==> config.mk <==
export PLATFORM = sky130hd
export DESIGN_NAME = ooo_core
export DESIGN_NICKNAME = d
export VERILOG_FILES = /design/src/hdl/lc3b_pkg.sv /design/src/hdl/issue_if.sv /design/src/hdl/alu_res_station.sv /design/src/hdl/issue_control.sv /design/src/hdl/ooo_core.sv /design/src/hdl/regfile.sv /design/src/hdl/reorder_buffer.sv
export SDC_FILE = /design/constraint.sdc
export NUM_CORES = 1
export LEC_CHECK = 0
export BUFFER_PORTS_ARGS = -buffer_cell sky130_fd_sc_hd__clkbuf_2
export CAP_MARGIN = 20
export CORE_MARGIN = 2
export CORE_UTILIZATION = 65
export CTS_CLUSTER_DIAMETER = 120
export DETAILED_ROUTE_END_ITERATION = 10
export PLACE_DENSITY = 0.82
export SLEW_MARGIN = 25
export SYNTH_ARGS = -nofsm -noshare
export SYNTH_HDL_FRONTEND = slang
export SYNTH_SLANG_ARGS = --single-unit
==> constraint.sdc <==
create_clock -name clk -period 8.9 [get_ports clk]
set_input_delay 1.335 -clock clk [delete_from_list [all_inputs] [get_ports clk]]
set_output_delay 1.335 -clock clk [all_outputs]
set_load 0.005 [all_outputs]
==> src/hdl/lc3b_pkg.sv <==
package lc3b_pkg;

	// Data word and architectural register index
	typedef logic [15:0] lc3b_word;
	typedef logic [2:0]  lc3b_reg;

	// Reorder-buffer entry index, sized for up to eight entries
	typedef logic [2:0]  rob_tag_t;

	// Opcodes handled by the ALU stations
	typedef enum logic [3:0]
	{
		op_add = 4'b0001,
		op_and = 4'b0101,
		op_not = 4'b1001
	} lc3b_opcode;

	// One result broadcast on the common data bus
	typedef struct packed
	{
		logic     valid;
		rob_tag_t tag;
		lc3b_word value;
	} cdb_t;

	// Default sizes
	localparam int ROB_DEPTH_DEF = 8;
	localparam int NUM_RS_DEF    = 3;

endpackage : lc3b_pkg

==> src/hdl/issue_if.sv <==
`timescale 1ns/1ps

interface issue_if
	import lc3b_pkg::*;
#(
	parameter int NUM_RS = NUM_RS_DEF
)
();
	logic              valid;
	logic [NUM_RS-1:0] rs_sel;
	lc3b_opcode        op;
	lc3b_word          vj;
	lc3b_word          vk;
	logic              qj_valid;
	logic              qk_valid;
	rob_tag_t          qj;
	rob_tag_t          qk;
	rob_tag_t          dest;

	modport issue (output valid, rs_sel, op, vj, vk, qj_valid, qk_valid, qj, qk, dest);
	modport station (input valid, rs_sel, op, vj, vk, qj_valid, qk_valid, qj, qk, dest);

endinterface : issue_if

==> src/hdl/alu_res_station.sv <==
`timescale 1ns/1ps

module alu_res_station
	import lc3b_pkg::*;
#(
	parameter int NUM_RS = NUM_RS_DEF
)
(
	input  logic              clk,
	input  logic              rst_n,
	issue_if.station          iss,
	output logic [NUM_RS-1:0] rs_busy,
	output cdb_t              cdb
);

	localparam int IDX_W = (NUM_RS > 1) ? $clog2(NUM_RS) : 1;

	// Station state
	logic [NUM_RS-1:0] busy_q;
	logic [NUM_RS-1:0] qj_valid_q;
	logic [NUM_RS-1:0] qk_valid_q;
	lc3b_opcode        op_q [NUM_RS];
	lc3b_word          vj_q [NUM_RS];
	lc3b_word          vk_q [NUM_RS];
	rob_tag_t          qj_q [NUM_RS];
	rob_tag_t          qk_q [NUM_RS];
	rob_tag_t          dest_q [NUM_RS];

	logic [NUM_RS-1:0] load;
	logic [NUM_RS-1:0] hit_j;
	logic [NUM_RS-1:0] hit_k;
	logic [NUM_RS-1:0] ready;
	logic              pick_valid;
	logic [IDX_W-1:0]  pick_idx;
	lc3b_word          alu_a;
	lc3b_word          alu_b;
	lc3b_word          alu_out;

	logic              cdb_valid_q;
	rob_tag_t          cdb_tag_q;
	lc3b_word          cdb_value_q;

	// Issue writes and CDB snoop matches per station
	always_comb
	begin
		for (int i = 0; i < NUM_RS; i++)
		begin
			load[i]  = iss.valid & iss.rs_sel[i];
			hit_j[i] = cdb.valid & qj_valid_q[i] & (cdb.tag == qj_q[i]);
			hit_k[i] = cdb.valid & qk_valid_q[i] & (cdb.tag == qk_q[i]);
		end
	end

	assign ready      = busy_q & ~qj_valid_q & ~qk_valid_q;
	assign pick_valid = |ready;

	// Lowest-numbered ready station wins
	always_comb
	begin
		pick_idx = '0;
		for (int i = NUM_RS - 1; i >= 0; i--)
		begin
			if (ready[i])
				pick_idx = IDX_W'(i);
		end
	end

	assign alu_a = vj_q[pick_idx];
	assign alu_b = vk_q[pick_idx];

	always_comb
	begin
		case (op_q[pick_idx])
			op_and:  alu_out = alu_a & alu_b;
			op_not:  alu_out = alu_a ^ alu_b;
			default: alu_out = alu_a + alu_b;
		endcase
	end

	always_ff @(posedge clk or negedge rst_n)
	begin
		if (!rst_n)
		begin
			busy_q      <= '0;
			qj_valid_q  <= '0;
			qk_valid_q  <= '0;
			cdb_valid_q <= 1'b0;
		end
		else
		begin
			cdb_valid_q <= pick_valid;
			for (int i = 0; i < NUM_RS; i++)
			begin
				if (load[i])
				begin
					busy_q[i]     <= 1'b1;
					qj_valid_q[i] <= iss.qj_valid;
					qk_valid_q[i] <= iss.qk_valid;
				end
				else
				begin
					// Freed at the edge its result goes onto the CDB
					if (pick_valid && pick_idx == IDX_W'(i))
						busy_q[i] <= 1'b0;
					if (hit_j[i])
						qj_valid_q[i] <= 1'b0;
					if (hit_k[i])
						qk_valid_q[i] <= 1'b0;
				end
			end
		end
	end

	always_ff @(posedge clk)
	begin
		for (int i = 0; i < NUM_RS; i++)
		begin
			if (load[i])
			begin
				op_q[i]   <= iss.op;
				vj_q[i]   <= iss.vj;
				vk_q[i]   <= iss.vk;
				qj_q[i]   <= iss.qj;
				qk_q[i]   <= iss.qk;
				dest_q[i] <= iss.dest;
			end
			else
			begin
				if (hit_j[i])
					vj_q[i] <= cdb.value;
				if (hit_k[i])
					vk_q[i] <= cdb.value;
			end
		end
		if (pick_valid)
		begin
			cdb_tag_q   <= dest_q[pick_idx];
			cdb_value_q <= alu_out;
		end
	end

	assign cdb     = '{valid: cdb_valid_q, tag: cdb_tag_q, value: cdb_value_q};
	assign rs_busy = busy_q;

	// Issue never lands on a station still in use
	assert property (@(posedge clk) disable iff (!rst_n)
		iss.valid |-> ((iss.rs_sel & busy_q) == '0));

	// Each broadcast follows a selection whose station was freed at the same edge
	assert property (@(posedge clk) disable iff (!rst_n)
		cdb.valid |-> ($past(pick_valid) && !busy_q[$past(pick_idx)]));

endmodule : alu_res_station

==> src/hdl/issue_control.sv <==
`timescale 1ns/1ps

module issue_control
	import lc3b_pkg::*;
#(
	parameter int ROB_DEPTH = ROB_DEPTH_DEF,
	parameter int NUM_RS    = NUM_RS_DEF
)
(
	input  logic              clk,
	input  logic              rst_n,
	input  logic              instr_valid,
	input  lc3b_word          instr,
	input  cdb_t              cdb,
	input  logic [NUM_RS-1:0] rs_busy,
	input  logic              rob_full,
	input  rob_tag_t          rob_tail,
	input  logic              rob_ready1,
	input  logic              rob_ready2,
	input  lc3b_word          rob_value1,
	input  lc3b_word          rob_value2,
	input  lc3b_word          sr1_value,
	input  lc3b_word          sr2_value,
	input  logic              sr1_busy,
	input  logic              sr2_busy,
	input  rob_tag_t          sr1_tag,
	input  rob_tag_t          sr2_tag,
	output logic              stall,
	output logic              rob_alloc,
	output lc3b_reg           alloc_dest,
	output rob_tag_t          rob_lookup1,
	output rob_tag_t          rob_lookup2,
	output lc3b_reg           sr1,
	output lc3b_reg           sr2,
	output logic              rename,
	output lc3b_reg           rename_dest,
	issue_if.issue            iss
);

	lc3b_opcode        op;
	lc3b_reg           dr;
	logic              bit5;
	lc3b_word          imm5_sext;
	logic              accept;
	logic [NUM_RS-1:0] free_sel;

	// Instruction fields
	assign op        = lc3b_opcode'(instr[15:12]);
	assign dr        = instr[11:9];
	assign sr1       = instr[8:6];
	assign sr2       = instr[2:0];
	assign bit5      = instr[5];
	assign imm5_sext = {{11{instr[4]}}, instr[4:0]};

	// Lowest-numbered free station
	always_comb
	begin
		free_sel = '0;
		for (int i = NUM_RS - 1; i >= 0; i--)
		begin
			if (!rs_busy[i])
			begin
				free_sel    = '0;
				free_sel[i] = 1'b1;
			end
		end
	end

	assign stall  = rob_full | (&rs_busy);
	assign accept = instr_valid & ~stall;

	// Allocation and rename of the destination
	assign rob_alloc   = accept;
	assign alloc_dest  = dr;
	assign rename      = accept;
	assign rename_dest = dr;
	assign rob_lookup1 = sr1_tag;
	assign rob_lookup2 = sr2_tag;

	assign iss.valid  = accept;
	assign iss.rs_sel = free_sel;
	assign iss.op     = op;
	assign iss.dest   = rob_tail;

	// First source: CDB, then finished ROB entry, then wait on the tag
	always_comb
	begin
		iss.vj       = sr1_value;
		iss.qj_valid = 1'b0;
		iss.qj       = sr1_tag;
		if (sr1_busy)
		begin
			if (cdb.valid && cdb.tag == sr1_tag)
				iss.vj = cdb.value;
			else if (rob_ready1)
				iss.vj = rob_value1;
			else
				iss.qj_valid = 1'b1;
		end
	end

	// Second source; NOT becomes an XOR with all ones
	always_comb
	begin
		iss.vk       = sr2_value;
		iss.qk_valid = 1'b0;
		iss.qk       = sr2_tag;
		if (op == op_not)
			iss.vk = 16'hffff;
		else if (bit5)
			iss.vk = imm5_sext;
		else if (sr2_busy)
		begin
			if (cdb.valid && cdb.tag == sr2_tag)
				iss.vk = cdb.value;
			else if (rob_ready2)
				iss.vk = rob_value2;
			else
				iss.qk_valid = 1'b1;
		end
	end

	// Only ADD, AND and NOT may enter the core
	assert property (@(posedge clk) disable iff (!rst_n)
		accept |-> (instr[15:12] inside {op_add, op_and, op_not}))
	else
		$error("issue_control: unsupported opcode %h accepted", instr[15:12]);

	// Each allocation takes the next tag in circular order
	assert property (@(posedge clk) disable iff (!rst_n)
		rob_alloc |=> (int'(rob_tail) == ((int'($past(rob_tail)) + 1) % ROB_DEPTH)));

endmodule : issue_control

==> src/hdl/ooo_core.sv <==
`timescale 1ns/1ps

module ooo_core
	import lc3b_pkg::*;
#(
	parameter int ROB_DEPTH = ROB_DEPTH_DEF,
	parameter int NUM_RS    = NUM_RS_DEF
)
(
	input  logic     clk,
	input  logic     rst_n,
	input  logic     instr_valid,
	input  lc3b_word instr,
	output logic     stall,
	output logic     commit_valid,
	output lc3b_reg  commit_dest,
	output lc3b_word commit_value
);

	cdb_t              cdb;
	logic [NUM_RS-1:0] rs_busy;

	// ROB side
	logic     rob_alloc;
	lc3b_reg  alloc_dest;
	logic     rob_full;
	rob_tag_t rob_tail;
	rob_tag_t rob_lookup1;
	rob_tag_t rob_lookup2;
	logic     rob_ready1;
	logic     rob_ready2;
	lc3b_word rob_value1;
	lc3b_word rob_value2;
	logic     retire;
	lc3b_reg  retire_dest;
	lc3b_word retire_value;
	rob_tag_t retire_tag;

	// Register file side
	lc3b_reg  sr1;
	lc3b_reg  sr2;
	lc3b_word sr1_value;
	lc3b_word sr2_value;
	logic     sr1_busy;
	logic     sr2_busy;
	rob_tag_t sr1_tag;
	rob_tag_t sr2_tag;
	logic     rename;
	lc3b_reg  rename_dest;

	issue_if #(.NUM_RS(NUM_RS)) iss_bus ();

	issue_control #(.ROB_DEPTH(ROB_DEPTH), .NUM_RS(NUM_RS)) issue_control
	(
		.clk, .rst_n, .instr_valid, .instr, .cdb, .rs_busy,
		.rob_full, .rob_tail, .rob_ready1, .rob_ready2, .rob_value1, .rob_value2,
		.sr1_value, .sr2_value, .sr1_busy, .sr2_busy, .sr1_tag, .sr2_tag,
		.stall, .rob_alloc, .alloc_dest, .rob_lookup1, .rob_lookup2,
		.sr1, .sr2, .rename, .rename_dest,
		.iss(iss_bus)
	);

	alu_res_station #(.NUM_RS(NUM_RS)) alu_res_station
	(
		.clk, .rst_n, .iss(iss_bus), .rs_busy, .cdb
	);

	reorder_buffer #(.ROB_DEPTH(ROB_DEPTH)) reorder_buffer
	(
		.clk, .rst_n, .alloc(rob_alloc), .alloc_dest, .cdb,
		.lookup1(rob_lookup1), .lookup2(rob_lookup2),
		.tail(rob_tail), .full(rob_full),
		.ready1(rob_ready1), .ready2(rob_ready2), .value1(rob_value1), .value2(rob_value2),
		.retire, .retire_dest, .retire_value, .retire_tag
	);

	// Destination is renamed to the tail tag allocated in the same cycle
	regfile regfile
	(
		.clk, .rst_n, .sr1, .sr2,
		.rename, .rename_dest, .rename_tag(rob_tail),
		.retire, .retire_dest, .retire_value, .retire_tag,
		.sr1_value, .sr2_value, .sr1_busy, .sr2_busy, .sr1_tag, .sr2_tag
	);

	assign commit_valid = retire;
	assign commit_dest  = retire_dest;
	assign commit_value = retire_value;

endmodule : ooo_core

==> src/hdl/regfile.sv <==
`timescale 1ns/1ps

module regfile
	import lc3b_pkg::*;
(
	input  logic     clk,
	input  logic     rst_n,
	input  lc3b_reg  sr1,
	input  lc3b_reg  sr2,
	input  logic     rename,
	input  lc3b_reg  rename_dest,
	input  rob_tag_t rename_tag,
	input  logic     retire,
	input  lc3b_reg  retire_dest,
	input  lc3b_word retire_value,
	input  rob_tag_t retire_tag,
	output lc3b_word sr1_value,
	output lc3b_word sr2_value,
	output logic     sr1_busy,
	output logic     sr2_busy,
	output rob_tag_t sr1_tag,
	output rob_tag_t sr2_tag
);

	lc3b_word   value_q [8];
	rob_tag_t   tag_q [8];
	logic [7:0] busy_q;

	assign sr1_value = value_q[sr1];
	assign sr2_value = value_q[sr2];
	assign sr1_busy  = busy_q[sr1];
	assign sr2_busy  = busy_q[sr2];
	assign sr1_tag   = tag_q[sr1];
	assign sr2_tag   = tag_q[sr2];

	always_ff @(posedge clk or negedge rst_n)
	begin
		if (!rst_n)
		begin
			busy_q <= '0;
			for (int i = 0; i < 8; i++)
			begin
				value_q[i] <= '0;
				tag_q[i]   <= '0;
			end
		end
		else
		begin
			if (retire)
			begin
				value_q[retire_dest] <= retire_value;
				// Keep busy if a younger producer has renamed it since
				if (tag_q[retire_dest] == retire_tag)
					busy_q[retire_dest] <= 1'b0;
			end
			if (rename)
			begin
				busy_q[rename_dest] <= 1'b1;
				tag_q[rename_dest]  <= rename_tag;
			end
		end
	end

endmodule : regfile

==> src/hdl/reorder_buffer.sv <==
`timescale 1ns/1ps

module reorder_buffer
	import lc3b_pkg::*;
#(
	parameter int ROB_DEPTH = ROB_DEPTH_DEF
)
(
	input  logic     clk,
	input  logic     rst_n,
	input  logic     alloc,
	input  lc3b_reg  alloc_dest,
	input  cdb_t     cdb,
	input  rob_tag_t lookup1,
	input  rob_tag_t lookup2,
	output rob_tag_t tail,
	output logic     full,
	output logic     ready1,
	output logic     ready2,
	output lc3b_word value1,
	output lc3b_word value2,
	output logic     retire,
	output lc3b_reg  retire_dest,
	output lc3b_word retire_value,
	output rob_tag_t retire_tag
);

	localparam rob_tag_t   LAST_TAG  = rob_tag_t'(ROB_DEPTH - 1);
	localparam logic [3:0] DEPTH_CNT = 4'(ROB_DEPTH);

	lc3b_reg              dest_q [ROB_DEPTH];
	lc3b_word             value_q [ROB_DEPTH];
	logic [ROB_DEPTH-1:0] done_q;
	rob_tag_t             head_q;
	rob_tag_t             tail_q;
	logic [3:0]           count_q;
	logic                 head_ready;
	logic [3:0]           cdb_offset;
	logic                 cdb_in_flight;

	assign head_ready = (count_q != 4'd0) && done_q[head_q];
	assign full       = (count_q == DEPTH_CNT);
	assign tail       = tail_q;

	// Done bits clear only on allocation, so a just-retired entry still answers
	// while its register write is in progress
	assign ready1 = done_q[lookup1];
	assign ready2 = done_q[lookup2];
	assign value1 = value_q[lookup1];
	assign value2 = value_q[lookup2];

	always_ff @(posedge clk or negedge rst_n)
	begin
		if (!rst_n)
		begin
			head_q  <= '0;
			tail_q  <= '0;
			count_q <= '0;
			done_q  <= '0;
			retire  <= 1'b0;
		end
		else
		begin
			retire <= head_ready;
			if (head_ready)
				head_q <= (head_q == LAST_TAG) ? '0 : head_q + 1'b1;
			if (alloc)
			begin
				tail_q         <= (tail_q == LAST_TAG) ? '0 : tail_q + 1'b1;
				done_q[tail_q] <= 1'b0;
			end
			if (cdb.valid)
				done_q[cdb.tag] <= 1'b1;
			count_q <= count_q + 4'(alloc) - 4'(head_ready);
		end
	end

	always_ff @(posedge clk)
	begin
		if (alloc)
			dest_q[tail_q] <= alloc_dest;
		if (cdb.valid)
			value_q[cdb.tag] <= cdb.value;
		// Commit port
		if (head_ready)
		begin
			retire_dest  <= dest_q[head_q];
			retire_value <= value_q[head_q];
			retire_tag   <= head_q;
		end
	end

	// Distance of the broadcast tag from the head
	assign cdb_offset = (cdb.tag >= head_q) ? 4'(cdb.tag) - 4'(head_q)
		: 4'(cdb.tag) + DEPTH_CNT - 4'(head_q);
	assign cdb_in_flight = (cdb_offset < count_q);

	// Station results only ever target a live, unfinished entry
	assert property (@(posedge clk) disable iff (!rst_n)
		cdb.valid |-> (cdb_in_flight && !done_q[cdb.tag]));

endmodule : reorder_buffer

==> run_results.csv <==
group,metric,value,unit
routing,firstDrtPassIters,8,
clock_tree,ctsResizeCount,0,
final_layout,synthToLayoutAreaGrowth,8.60,%
final_layout,final-instance-count-excl-fill,2811,
hold_path,hold_path_class,"reg -> reg",
clock_tree,root_buffer,"clkbuf_16",
global_route,antenna_found_initial,3,
synthesis,synth_xor_area_share,0.897,%
timing,timing.hold.ws,519,ps
final_layout,drive_above_1_share,23.6,%
power_and_ir_drop,p_per_area,460,mW/mm2
synthesis,synth_cell_type_count,68,
routing,vias,20000,
power_and_ir_drop,peakVddDrop,0.000409,V
timing,setup_tns,0,ps
timing,clock.fmax,0.173,GHz
synthesis,yosysSeqAreaShare,51.5,%
timing,fin_worst_skew,41.1,ps
synthesis,yosys.area_share.adder,1.29,%
synthesis,yosysMostFrequentCell,"edfxtp_1",
synthesis,synth_top_family_by_area,"multiplexers",
routing,ant_nets,0,
timing,post-route-period-util,64.8,%
synthesis,yosysWarnings,0,
global_route,grt_max_degree,92,
clock_tree,clkSlewWorstSetupHoldPaths,70,ps
placed_design,place_congestion,0.911,
clock_tree,cts_buffers,53,
synthesis,netlist_area,0.0283,mm2
setup_path,critPathArrivalTime,6080,ps
synthesis,ys_async_sr_fraction,36.6,%
timing,finalHoldViolations,0,
global_route,grt_pass1_wl,119000,um
setup_path,endpoint_kind,"register",
final_layout,num-nets-final,2225,
clock_tree,ctsLongestPathBuffers,3,
timing,relSlewSlack,25.2,%
floorplan,die_w,213,um
routing,drc_errors,0,
synthesis,synth_edf_count,328,
setup_path,path_class,"in -> reg",
synthesis,synth.area.mux_share,24.2,%
synthesis,ys_ff_latch,517,
synthesis,avgSynthCellArea,12.9,um2
power_and_ir_drop,p_total,0.0141,W
synthesis,synthDominantCellAreaShare,34.8,%
setup_path,path_max_fanout,39,
synthesis,synth_commonest_cells,"328 x edfxtp_1, 281 x nand2_1, 189 x dfrtp_1, 189 x mux2i_1, 176 x mux2_2",
clock_tree,worstSkewPairLatency,640,ps
synthesis,synth-compound-area-share,9.69,%
timing,setup_viol,0,
synthesis,synth_fp_nets,2250,
synthesis,synth_ff_type,"edfxtp_1",
timing,finalMaxSlewViolations,0,
routing,wl_per_cell,28.2,um
clock_tree,cts_hold_buf,0,
routing,vias_per_cell,7.11,
timing,worst_pin_slew,1120,ps
routing,drt_iter0_markers,2591,
placed_design,hpwl,52000,um
floorplan,die_y,213,um
placed_design,dp.cells,2708,
synthesis,synth_cells,2203,
global_route,grt_pass1_vias,19700,
setup_path,critPathLaunchType,"input port",
placed_design,io_buffers,39,
synthesis,synth.area.top_cells,"edfxtp_1 35%, dfrtp_1 17%, mux4_2 10%",
floorplan,rows,76,
clock_tree,cts_tree,"done",
floorplan,design.die.area,0.0452,mm2
global_route,grt_overflow,0,
placed_design,pre_cts_slack,2630,ps
synthesis,yosysTopAreaCell,"edfxtp_1",
status,status,"complete, no violations",
power_and_ir_drop,leakage,11.7,nW
synthesis,synthSimpleGateAreaFrac,9.58,%
timing,setup_ws,3130,ps
setup_path,required,9220,ps
routing,routed_wirelength,79200,um
clock_tree,htree_levels,2,
floorplan,ioPinCount,40,
floorplan,core-area,0.0431,mm2
clock_tree,cts_setup_buffers,0,
clock_tree,numClockSinks,517,
floorplan,start_util,65.7,%
timing,period_minus_slack,5770,ps
global_route,grt_usage,35.9,%
timing,rsz0062_at_grt,"false",
run,cap_violations,0,
## area by class of cell
class | count | area (um2)
diodes | 3 | 7.51
clock buffers | 84 | 1600
clock inverters | 16 | 116
fillers | 2823 | 12300
inverters | 32 | 120
multi-input cells | 1488 | 13000
flip-flops and latches | 517 | 14600
well taps | 585 | 732
repair buffers | 86 | 557
## cells in the final DEF, fill, tap and decap left out, types with 17 or more instances in the layout
cell type,count
clkbuf_1,18
o21ai_0,77
and2_1,25
o211ai_1,21
or3_1,23
inv_1,28
a221oi_1,60
o31ai_1,51
mux2i_1,188
edfxtp_1,328
buf_4,47
nor2_1,89
and4_1,17
dfrtp_1,186
mux2_2,176
a21oi_1,20
nand2_1,281
clkbuf_2,36
a211oi_1,38
ha_1,26
clkbuf_16,55
nand3_1,44
mux4_2,126
## registers in the layout, indices dropped and copies added, names as in the netlist, 4 cells and up
register                     count
reorder_buffer.dest_q           24
reorder_buffer.value_q         128
alu_res_station.dest_q           9
regfile.busy_q                   8
alu_res_station.cdb_value_q     16
alu_res_station.vj_q            48
reorder_buffer.count_q           4
alu_res_station.qj_q             9
regfile.tag_q                   24
reorder_buffer.done_q            8
alu_res_station.op_q            12
reorder_buffer.retire_value     16
alu_res_station.vk_q            48
alu_res_station.qk_q             9
regfile.value_q                128
## kinds of logic after synthesis
family,count (synthesis)
and+or+nand+nor,579
DFF,517
muxes,498
AOI/OAI and AO/OA,354
buffers and inverters,198
xor gates and xnor gates,29
adders and majority gates,28
## stage by stage
step	area [um2]	utilization, %
floorplan	28300	-
global placement	29000	67.3
detailed placement	29000	67.4
CTS	30700	71.3
global route	30700	71.4
finish	30800	71.4
## path summary, 6_finish.rpt
kind                                                             start                                   endpoint  slack, ps  depth (start not counted)
worst max register to register  alu_res_station.rs_busy[2]$_DFFE_PN0P_  alu_res_station.cdb_value_q[14]$_DFFE_PP_       3690                         13
max in group asynchronous                                        rst_n       reorder_buffer.head_q[1]$_DFFE_PN0P_       6840                          2
worst min-delay path                       regfile.busy_q[1]$_DFF_PN0_                regfile.busy_q[1]$_DFF_PN0_        520                          1
worst min register to register             regfile.busy_q[1]$_DFF_PN0_                regfile.busy_q[1]$_DFF_PN0_        520                          1
worst max-delay path                                          instr[0]       alu_res_station.vk_q[2][4]$_DFFE_PP_       3130                         10
min in group asynchronous                                        rst_n            regfile.value_q[44]$_DFFE_PN0P_        760                          1
## power breakdown
part | switching, W | leakage (nW) | internal [W] | total (W)
clock | 0.000947 | 0.850 | 0.00123 | 0.00218
sequential | 0.00103 | 5.33 | 0.00397 | 0.00500
combinational | 0.00403 | 5.56 | 0.00292 | 0.00695
## layer usage
metal / global-route usage, % / up-vias / wire length, um / part of all wire [%]
met3: 9.66 / 231 / 9190 / 12
li1: - / 8473 / - / -
met1: 47.9 / 10000 / 29100 / 37
met4: 17.7 / 2 / 4120 / 5.2
met5: 0 / - / 18 / 0.023
met2: 55.0 / 1281 / 36700 / 46
## critical path, cell delays in order
cell and delay, ps:
buf_2 80, buf_4 640, mux4_2 630, mux2i_4 720, buf_4 390, xor2_1 170, and4_1 520, or4_4 790
a2111oi_2 560, a221oi_1 210
Power figures use the tool's default switching activity.
